==> src/hw/rv_pkg.sv <==
package rv_pkg;

    localparam int xlen       = 32;
    localparam int reg_addr_w = 5;
    localparam int num_regs   = 32;

    // base opcodes of the supported subset.
    typedef enum logic [6:0] {
        op_reg = 7'b0110011,
        op_imm = 7'b0010011,
        op_lui = 7'b0110111
    } opcode_e;

    typedef enum logic [3:0] {
        alu_add  = 4'd0,
        alu_sub  = 4'd1,
        alu_sll  = 4'd2,
        alu_slt  = 4'd3,
        alu_sltu = 4'd4,
        alu_xor  = 4'd5,
        alu_srl  = 4'd6,
        alu_sra  = 4'd7,
        alu_or   = 4'd8,
        alu_and  = 4'd9
    } alu_op_e;

    // operand a is zero for lui.
    typedef enum logic {
        opa_rs1  = 1'b0,
        opa_zero = 1'b1
    } opa_sel_e;

    typedef enum logic {
        opb_rs2 = 1'b0,
        opb_imm = 1'b1
    } opb_sel_e;

    // decode to execute bundle.
    typedef struct packed {
        logic                  valid;
        logic                  illegal;
        alu_op_e               alu_op;
        opa_sel_e              opa_sel;
        opb_sel_e              opb_sel;
        logic [reg_addr_w-1:0] rs1;
        logic [reg_addr_w-1:0] rs2;
        logic [reg_addr_w-1:0] rd;
        logic [xlen-1:0]       rs1_val;
        logic [xlen-1:0]       rs2_val;
        logic [xlen-1:0]       imm;
    } id_ex_t;

    // execute to writeback bundle.
    typedef struct packed {
        logic                  valid;
        logic                  illegal;
        logic [reg_addr_w-1:0] rd;
        logic [xlen-1:0]       result;
    } ex_wb_t;

endpackage

==> src/hw/reg_file.sv <==
module reg_file (
    input  logic                          clk,
    input  logic                          rst,
    input  logic [rv_pkg::reg_addr_w-1:0] rs1,
    input  logic [rv_pkg::reg_addr_w-1:0] rs2,
    output logic [rv_pkg::xlen-1:0]       rs1_val,
    output logic [rv_pkg::xlen-1:0]       rs2_val,
    input  logic                          we,
    input  logic [rv_pkg::reg_addr_w-1:0] rd,
    input  logic [rv_pkg::xlen-1:0]       wdata
);

    // x0 has no storage.
    logic [rv_pkg::xlen-1:0] regs [1:rv_pkg::num_regs-1];

    // write data bypasses the array on a same-index read.
    function automatic logic [rv_pkg::xlen-1:0] read_port(
        input logic [rv_pkg::reg_addr_w-1:0] addr
    );
        logic [rv_pkg::xlen-1:0] val;
        if (addr == '0)
            val = '0;
        else if (we && rd == addr)
            val = wdata;
        else
            val = regs[addr];
        return val;
    endfunction

    always_ff @(posedge clk) begin
        if (rst) begin
            for (int i = 1; i < rv_pkg::num_regs; i++)
                regs[i] <= '0;
        end else if (we && rd != '0) begin
            regs[rd] <= wdata;
        end
    end

    always_comb begin
        rs1_val = read_port(rs1);
        rs2_val = read_port(rs2);
    end

endmodule

==> src/hw/decode_stage.sv <==
module decode_stage (
    input  logic                          clk,
    input  logic                          in_valid,
    input  logic                          hold,
    input  logic [31:0]                   in_instr,
    output logic [rv_pkg::reg_addr_w-1:0] rs1,
    output logic [rv_pkg::reg_addr_w-1:0] rs2,
    input  logic [rv_pkg::xlen-1:0]       rs1_val,
    input  logic [rv_pkg::xlen-1:0]       rs2_val,
    output rv_pkg::id_ex_t                id
);

    rv_pkg::opcode_e         opcode;
    rv_pkg::alu_op_e         alu_op;
    logic [2:0]              funct3;
    logic                    alt;
    logic                    legal;
    logic [rv_pkg::xlen-1:0] imm_i;
    logic [rv_pkg::xlen-1:0] imm_u;

    assign opcode = rv_pkg::opcode_e'(in_instr[6:0]);
    assign funct3 = in_instr[14:12];
    assign alt    = in_instr[30];
    assign rs1    = in_instr[19:15];
    assign rs2    = in_instr[24:20];

    assign imm_i = {{(rv_pkg::xlen-12){in_instr[31]}}, in_instr[31:20]};
    assign imm_u = {in_instr[31:12], 12'b0};

    // funct7 bit 30 selects sub only for register ops, sra for both.
    always_comb begin
        case (funct3)
            3'b000: alu_op = (opcode == rv_pkg::op_reg && alt) ? rv_pkg::alu_sub : rv_pkg::alu_add;
            3'b001: alu_op = rv_pkg::alu_sll;
            3'b010: alu_op = rv_pkg::alu_slt;
            3'b011: alu_op = rv_pkg::alu_sltu;
            3'b100: alu_op = rv_pkg::alu_xor;
            3'b101: alu_op = alt ? rv_pkg::alu_sra : rv_pkg::alu_srl;
            3'b110: alu_op = rv_pkg::alu_or;
            default: alu_op = rv_pkg::alu_and;
        endcase
        if (opcode == rv_pkg::op_lui)
            alu_op = rv_pkg::alu_add;
    end

    always_comb begin
        legal      = 1'b1;
        id.opa_sel = rv_pkg::opa_rs1;
        id.opb_sel = rv_pkg::opb_imm;
        id.imm     = imm_i;
        case (opcode)
            rv_pkg::op_reg: begin
                id.opb_sel = rv_pkg::opb_rs2;
            end
            rv_pkg::op_imm: begin
                id.opb_sel = rv_pkg::opb_imm;
            end
            rv_pkg::op_lui: begin
                id.opa_sel = rv_pkg::opa_zero;
                id.imm     = imm_u;
            end
            default: begin
                legal = 1'b0;
            end
        endcase

        // illegal words go down the pipe as bubbles.
        id.valid   = in_valid && legal;
        id.illegal = in_valid && !legal;
        id.alu_op  = alu_op;
        id.rs1     = rs1;
        id.rs2     = rs2;
        id.rd      = in_instr[11:7];
        id.rs1_val = rs1_val;
        id.rs2_val = rs2_val;
    end

    // nothing may be issued while the pipe is frozen.
    issue_during_hold: assert property (@(posedge clk) !(in_valid && hold))
        else $error("in_valid high while hold is high");

endmodule

==> src/hw/stage_regs.sv <==
module id_ex_reg (
    input  logic           clk,
    input  logic           rst,
    input  logic           hold,
    input  rv_pkg::id_ex_t d,
    output rv_pkg::id_ex_t q
);

    always_ff @(posedge clk) begin
        if (rst) begin
            q <= '{valid:   1'b0,
                   illegal: 1'b0,
                   alu_op:  rv_pkg::alu_add,
                   opa_sel: rv_pkg::opa_rs1,
                   opb_sel: rv_pkg::opb_imm,
                   rs1:     '0,
                   rs2:     '0,
                   rd:      '0,
                   rs1_val: '0,
                   rs2_val: '0,
                   imm:     '0};
        end else if (!hold) begin
            q <= d;
        end
    end

    // decode marks an illegal word as a bubble.
    valid_xor_illegal: assert property (@(posedge clk) disable iff (rst) !(q.valid && q.illegal))
        else $error("id_ex holds an instruction both valid and illegal");

endmodule

module ex_wb_reg (
    input  logic           clk,
    input  logic           rst,
    input  logic           hold,
    input  rv_pkg::ex_wb_t d,
    output rv_pkg::ex_wb_t q,
    output logic           commit,
    output logic           fault
);

    always_ff @(posedge clk) begin
        if (rst) begin
            q <= '{valid: 1'b0, illegal: 1'b0, rd: '0, result: '0};
        end else if (!hold) begin
            q <= d;
        end
    end

    // frozen contents are reported once, after hold drops.
    assign commit = q.valid && !hold;
    assign fault  = q.illegal && !hold;

    commit_xor_fault: assert property (@(posedge clk) disable iff (rst) !(commit && fault))
        else $error("writeback reports commit and fault together");

endmodule

==> src/hw/exec_stage.sv <==
module exec_stage (
    input  rv_pkg::id_ex_t id,
    input  rv_pkg::ex_wb_t fwd,
    input  logic           fwd_commit,
    output rv_pkg::ex_wb_t ex
);

    logic [rv_pkg::xlen-1:0] rs1_val;
    logic [rv_pkg::xlen-1:0] rs2_val;
    logic [rv_pkg::xlen-1:0] opa;
    logic [rv_pkg::xlen-1:0] opb;
    logic [rv_pkg::xlen-1:0] result;
    logic [4:0]              shamt;
    logic                    fwd_hit1;
    logic                    fwd_hit2;

    // previous instruction's result, older ones come through the register file.
    assign fwd_hit1 = fwd_commit && fwd.rd != '0 && fwd.rd == id.rs1;
    assign fwd_hit2 = fwd_commit && fwd.rd != '0 && fwd.rd == id.rs2;

    assign rs1_val = fwd_hit1 ? fwd.result : id.rs1_val;
    assign rs2_val = fwd_hit2 ? fwd.result : id.rs2_val;

    assign opa   = (id.opa_sel == rv_pkg::opa_zero) ? '0 : rs1_val;
    assign opb   = (id.opb_sel == rv_pkg::opb_imm) ? id.imm : rs2_val;
    assign shamt = opb[4:0];

    always_comb begin
        case (id.alu_op)
            rv_pkg::alu_add:  result = opa + opb;
            rv_pkg::alu_sub:  result = opa - opb;
            rv_pkg::alu_sll:  result = opa << shamt;
            rv_pkg::alu_slt:  result = {{(rv_pkg::xlen-1){1'b0}}, $signed(opa) < $signed(opb)};
            rv_pkg::alu_sltu: result = {{(rv_pkg::xlen-1){1'b0}}, opa < opb};
            rv_pkg::alu_xor:  result = opa ^ opb;
            rv_pkg::alu_srl:  result = opa >> shamt;
            rv_pkg::alu_sra:  result = $unsigned($signed(opa) >>> shamt);
            rv_pkg::alu_or:   result = opa | opb;
            default:          result = opa & opb;
        endcase
    end

    assign ex.valid   = id.valid;
    assign ex.illegal = id.illegal;
    assign ex.rd      = id.rd;
    assign ex.result  = result;

endmodule

==> src/hw/alu_pipe.sv <==
module alu_pipe (
    input  logic                          clk,
    input  logic                          rst,
    input  logic                          hold,
    input  logic                          in_valid,
    input  logic [31:0]                   in_instr,
    output logic                          wb_valid,
    output logic [rv_pkg::reg_addr_w-1:0] wb_rd,
    output logic [rv_pkg::xlen-1:0]       wb_data,
    output logic                          err
);

    logic [rv_pkg::reg_addr_w-1:0] rs1;
    logic [rv_pkg::reg_addr_w-1:0] rs2;
    logic [rv_pkg::xlen-1:0]       rs1_val;
    logic [rv_pkg::xlen-1:0]       rs2_val;
    rv_pkg::id_ex_t                id_d;
    rv_pkg::id_ex_t                id_q;
    rv_pkg::ex_wb_t                ex_d;
    rv_pkg::ex_wb_t                wb_q;

    reg_file u_reg_file (
        .clk     (clk),
        .rst     (rst),
        .rs1     (rs1),
        .rs2     (rs2),
        .rs1_val (rs1_val),
        .rs2_val (rs2_val),
        .we      (wb_valid),
        .rd      (wb_q.rd),
        .wdata   (wb_q.result)
    );

    decode_stage u_decode (
        .clk      (clk),
        .in_valid (in_valid),
        .hold     (hold),
        .in_instr (in_instr),
        .rs1      (rs1),
        .rs2      (rs2),
        .rs1_val  (rs1_val),
        .rs2_val  (rs2_val),
        .id       (id_d)
    );

    id_ex_reg u_id_ex (
        .clk  (clk),
        .rst  (rst),
        .hold (hold),
        .d    (id_d),
        .q    (id_q)
    );

    // forwarding comes straight from the writeback register.
    exec_stage u_exec (
        .id         (id_q),
        .fwd        (wb_q),
        .fwd_commit (wb_valid),
        .ex         (ex_d)
    );

    ex_wb_reg u_ex_wb (
        .clk    (clk),
        .rst    (rst),
        .hold   (hold),
        .d      (ex_d),
        .q      (wb_q),
        .commit (wb_valid),
        .fault  (err)
    );

    assign wb_rd   = wb_q.rd;
    assign wb_data = wb_q.result;

endmodule

==> config.mk <==
export PLATFORM = sky130hd
export DESIGN_NAME = alu_pipe
export DESIGN_NICKNAME = d
export VERILOG_FILES = /design/src/hw/rv_pkg.sv /design/src/hw/reg_file.sv /design/src/hw/decode_stage.sv /design/src/hw/stage_regs.sv /design/src/hw/exec_stage.sv /design/src/hw/alu_pipe.sv
export SDC_FILE = /design/constraint.sdc
export NUM_CORES = 2
export LEC_CHECK = 0
export BUFFER_PORTS_ARGS = -buffer_cell sky130_fd_sc_hd__buf_2
export CAP_MARGIN = 30
export CORE_UTILIZATION = 65
export CTS_CLUSTER_DIAMETER = 30
export DETAILED_ROUTE_END_ITERATION = 8
export GPL_TIMING_DRIVEN = 0
export HOLD_SLACK_MARGIN = 0.03
export PLACE_DENSITY = 0.94
export SLEW_MARGIN = 15
export SYNTH_ARGS = -nofsm -noshare
export SYNTH_HDL_FRONTEND = slang
export SYNTH_SLANG_ARGS = --single-unit
==> constraint.sdc <==
create_clock -name clk -period 7 [get_ports clk]
set_input_delay 0.7 -clock clk [delete_from_list [all_inputs] [get_ports clk]]
set_output_delay 0.7 -clock clk [all_outputs]
set_load 0.1 [all_outputs]
==> qor.yml, run 1 <==
outcome:
  status: "stopped before the end"
  lastStage: "global routing (5_1_grt)"
  firstError: "[ERROR GRT-0116] Global routing finished with congestion. Check the congestion regions in the DRC Viewer."
synth:
  ys_types: 82
  yosysWarnings: 0
  ys_ff_latch: 1182
  synth_ff_type: "edfxtp_1"
  syn_inst: 6663
  synth.avg_cell_area_um2: 10.8
  async_flop_share_pct: 0
  seq_area_frac_synth_pct: 47.0
  netlist_area_um2: 72100
  synth_edf_count: 1024
grt:
  grt_overflow: 44
  grt_max_degree: 33
  grt_pass1_vias: 78800
  grtUsageTotal_pct: 78.0
  grt_pass1_wl_um: 608000
clock_tree:
  cts.sinks: 1182
  cts_root_buf: "clkbuf_16"
  cts_max_path_buffers: 3
  numCtsBuffers: 222
  htree_levels: 4
  cts_hold_buffers: 0
die:
  die_height_um: 335
  fp.dieW_um: 335
  num_io_pins: 75
  rows: 121
  start_util_pct: 65.9
placed_design:
  place_congestion: 1.24
  portBuffers: 69
  dp_cells: 8367
  dpl.hpwl_um: 277000
synthesized netlist by cell type (13+ instances only):
library cell	instances	share of area, %
edfxtp_1	1024	43
and2_1	660	5.7
mux2i_1	560	7.8
clkbuf_1	551	2.9
a21oi_1	516	3.6
nor2_1	473	2.5
nor3_1	383	2.7
o21ai_0	324	2.2
mux4_2	269	8.4
nand2_1	224	1.2
dfxtp_1	158	4.4
o211ai_1	153	1.6
a221oi_1	149	1.8
mux2_2	139	2.2
a22oi_1	137	1.4
buf_1	115	0.60
inv_1	110	0.57
ha_1	97	1.7
nand3_1	72	0.50
a211oi_1	50	0.52
buf_4	39	0.41
or2_2	38	0.33
buf_2	27	0.19
o22ai_1	27	0.23
o31ai_1	24	0.25
xnor2_1	20	0.24
nor4_1	19	0.16
o221ai_1	19	0.23
a2111oi_0	18	0.22
nor3b_1	18	0.19
a21o_1	17	0.18
a31oi_1	15	0.13
nand4_1	15	0.13
o21bai_1	14	0.15
xor2_1	14	0.17
nor2b_1	13	0.11
per-layer routing:
layer  global-route usage (%)  GRT overflow
met1                     81.0             5
met2                     86.5            14
met3                     71.9             2
met4                     68.6            23
met5                     48.2             0
per-stage QoR:
step	setup TNS (ns)	cell area (um^2)	worst slack, ns	utilization (%)	hold WS (ns)
floorplan	0	72200	1.09	-	0.430
global placement	-27.95	74400	-2.79	68.0	0.440
detailed placement	-19.89	76300	-1.87	69.7	0.461
CTS	0	84200	0.00642	76.9	0.103
what timing repair did:
action                                  CTS
gates resized for setup                  29
setup buffers                             1
gates cloned                              0
pin swaps                                 2
endpoints found under the setup margin   25
cell families after synthesis:
logic type	share of synthesized area, %
other	0.00520
multiplexers	18.4
AO/OA/AOI/OAI	13.8
buffers and inverters	4.70
XOR/XNOR	0.413
flip-flops	47.0
AND/OR/NAND/NOR	14.0
adder cells (fa/ha/maj)	1.74
==> run 2, diff against run 1 <==
Settings changed: CORE_UTILIZATION 65 to 40, CTS_CLUSTER_DIAMETER 30 to unset, HOLD_SLACK_MARGIN 0.03 to unset, PLACE_DENSITY 0.94 to unset, PLACE_DENSITY_LB_ADDON set to 0.15.
==> run 2 against run 1 <==
Synthesized area is the same. The flow now finishes, with violations (negative setup slack). Synthesized cell count is the same.
==> qor.yml, run 2 <==
power_and_ir_drop:
  p_sw_share_pct: 33.1
  clkPwrFrac_pct: 37.9
  pwr-share-comb_pct: 21.2
  leakagePower_nw: 30.1
  total_switching_power_w: 0.00657
  p_per_area_nw_per_um2: 239
  p_seq_share_pct: 40.9
  p_int_w: 0.0133
  vdd_ir_drop_max_mv: 0.228
grt:
  antenna_found_initial: 37
  grt_max_degree: 33
  grtUsageTotal_pct: 45.0
  grt_pass1_vias: 60200
  grt_pass1_wl_um: 547000
  grt_overflow: 0
die:
  floorplan.die_area_um2: 182000
  rows: 155
  core_um2: 179000
  die_height_um: 427
  fp.dieW_um: 427
  num_io_pins: 75
  start_util_pct: 40.3
detailed_routing:
  drt-pass1-iter-count: 6
  vias: 66000
  drt_iter0_drc: 12400
  post_drt_via_cell_ratio: 6.90
  drcViolationCount: 0
  wl_per_cell_um: 43.7
  ant_nets: 0
  routed_wl_um: 418000
worst_setup_path:
  cp-start-kind: "flop"
  regToRegStartpoint: "u_ex_wb.q[38]"
  crit_chain: "nand2b_1 -> inv_1 -> and4_1 -> clkbuf_1 -> buf_2 -> nand3_1 -> a21oi_2 -> ha_1 -> clkbuf_1 -> a21oi_1 -> o21bai_1 -> a21oi_1 -> mux2i_1 -> a211oi_2 -> o21ai_0 -> nor4_2 -> buf_4 -> a211oi_1"
  critical_path_class: "flop to flop"
  required_ns: 7.64
  timing.reg2reg.setup_slack_ns: -0.10
  cp.depth: 18
  crit_path_max_incr_delay_ns: 0.95
  crit_end: "u_ex_wb.q[26]"
  startpoint: "u_ex_wb.q[38]"
  crit_buf_inv: 5
  cp.arrival_ns: 7.74
  critical-path-top-delay-family: "compound AO/OA/AOI/OAI gates"
  r2r_end: "u_ex_wb.q[26]"
  cp_max_fo: 19
  rr_worst_depth: 18
  slowest_stage: "a21oi_2"
  cp-end-kind: "flop"
placed_design:
  place_congestion: 1.06
  dpl.hpwl_um: 324000
  place_ws_ns: -1.88
  portBuffers: 69
synth:
  synth_edf_count: 1024
  async_flop_share_pct: 0
  ys_types: 82
  yosys-top-cells-count: "edfxtp_1, and2_1, mux2i_1, clkbuf_1, a21oi_1"
  synth_top_area_cell: "edfxtp_1"
  synth.avg_cell_area_um2: 10.8
  yosys-top-cells-area: "edfxtp_1, mux4_2, mux2i_1"
  ys_ff_latch: 1182
  syn_inst: 6663
  synth_ff_type: "edfxtp_1"
  yosysWarnings: 0
  synth_top_area_share_pct: 42.6
  synth_most_common_cell: "edfxtp_1"
  netlist_area_um2: 72100
  seq_area_frac_synth_pct: 47.0
sta:
  fin_crit_ns: 7.10
  relSlewSlack_pct: 12.9
  drv_slew: 0
  skew_ns: 0.0340
  hold_viol_final: 0
  worst_slew_pin_slew_ns: 1.31
  post-route-period-util_pct: 101
  fmax_mhz: 141
  setup_violations: 2
  finalSetupTns_ns: -0.132
  fin_ws_ns: -0.100
clock_tree:
  cts_max_path_buffers: 3
  clk_pin_slew_worst_paths_ns: 0.06
  cts_hold_buffers: 0
  htree_levels: 4
  numCtsBuffers: 141
  clk_latency_ns: 0.83
  cts_root_buf: "clkbuf_16"
  tritoncts: "done"
  cts.sinks: 1182
finish:
  final_cell_mix: "edfxtp_1, and2_1, mux2i_1, clkbuf_1, a21oi_1"
  syn_to_final_growth_pct: 15.1
  final_common_cell: "edfxtp_1"
  final_nets: 7223
  largest_reg_flops: 1024
  top_register: "u_reg_file.regs"
  reg.largest.list: "u_reg_file.regs (1024), u_id_ex.q (119), u_ex_wb.q (39)"
  layout-drive-gt1-share_pct: 16.1
worst_hold_path:
  hp-start: "in_instr[31]"
  worst_hold_path.num_cells: 3
  hp-class: "primary input to flop"
flow_run:
  drv_cap: 0
outcome:
  status: "complete, but fails checks"
  violations: "negative setup slack"
[run 2: routing by layer]
| layer | global-route usage, % | part of all wire (%) | wire, um |
|---|---|---|---|
| met5 | 0 | 0.027 | 113 |
| met4 | 20.5 | 5.3 | 22000 |
| met3 | 18.0 | 16 | 65000 |
| met2 | 58.9 | 39 | 161000 |
| met1 | 63.9 | 41 | 170000 |
[run 2: final cells by class]
| type | instances | area [um^2] |
|---|---|---|
| clock buffers | 180 | 3840 |
| flip-flops and latches | 1182 | 33900 |
| diodes | 15 | 37.5 |
| clock inverters | 70 | 683 |
| plain buffers | 723 | 3040 |
| multi-input cells | 4661 | 35400 |
| repair buffers | 262 | 2720 |
| inverters | 117 | 439 |
| well taps | 2355 | 2950 |
| fillers | 17000 | 95800 |
[run 2: repair_timing]
item | 4_1_cts | 5_1_grt
gates resized for setup | 30 | 38
endpoints found under the setup margin | 23 | 10
pin swaps | 4 | 1
buffers inserted | 4 | 2
[run 2: power groups by stage]
stage	Combinational (W)	Clock (W)	Sequential, W
CTS	0.00395	0.00745	0.00811
finish	0.00422	0.00752	0.00812
floorplan	0.00203	0	0.00815
detailed placement	0.00393	0	0.00826
global placement	0.00377	0	0.00825
global route	0.00421	0.00771	0.00814
[run 2: worst min-delay path by stage]
stage	to
3_3_place_gp	u_reg_file.regs[0][30]
6_report	u_id_ex.q[31]
2_1_floorplan	u_reg_file.regs[0][12]
4_1_cts	u_id_ex.q[31]
5_1_grt	u_id_ex.q[31]
3_5_place_dp	u_reg_file.regs[0][30]
[run 2: per-stage QoR]
stage	cell area (um^2)	std cells	total power, W	util (%)	hold WS (ns)
3_3_place_gp	75500	9118	0.0120	42.2	0.456
5_1_grt	83000	9550	0.0201	46.4	0.192
6_report	83000	9565	0.0199	46.4	0.202
2_1_floorplan	72200	6694	0.0102	-	0.430
4_1_cts	82500	9523	0.0195	46.1	0.158
3_5_place_dp	77800	9277	0.0122	43.5	0.460
[run 2: worst register-to-register path: stages (launching register included)]
cell and delay [ns]:
dfxtp_1 0.40, nand2b_1 0.16, inv_1 0.41, and4_1 0.27
clkbuf_1 0.21, buf_2 0.43, nand3_1 0.20, a21oi_2 0.95
ha_1 0.41, clkbuf_1 0.25, a21oi_1 0.20, o21bai_1 0.08
a21oi_1 0.41, mux2i_1 0.26, a211oi_2 0.90, o21ai_0 0.34
nor4_2 0.60, buf_4 0.29, a211oi_1 0.14
[run 2: cell families after synthesis]
family,synth area share [%]
AND/OR/NAND/NOR,14.0
AO/OA/AOI/OAI,13.8
flip-flops,47.0
adder cells (fa/ha/maj),1.74
other,0.00520
buffers and inverters,4.70
multiplexers,18.4
XOR/XNOR,0.413
Note: power is estimated with default switching activity, not from simulation.
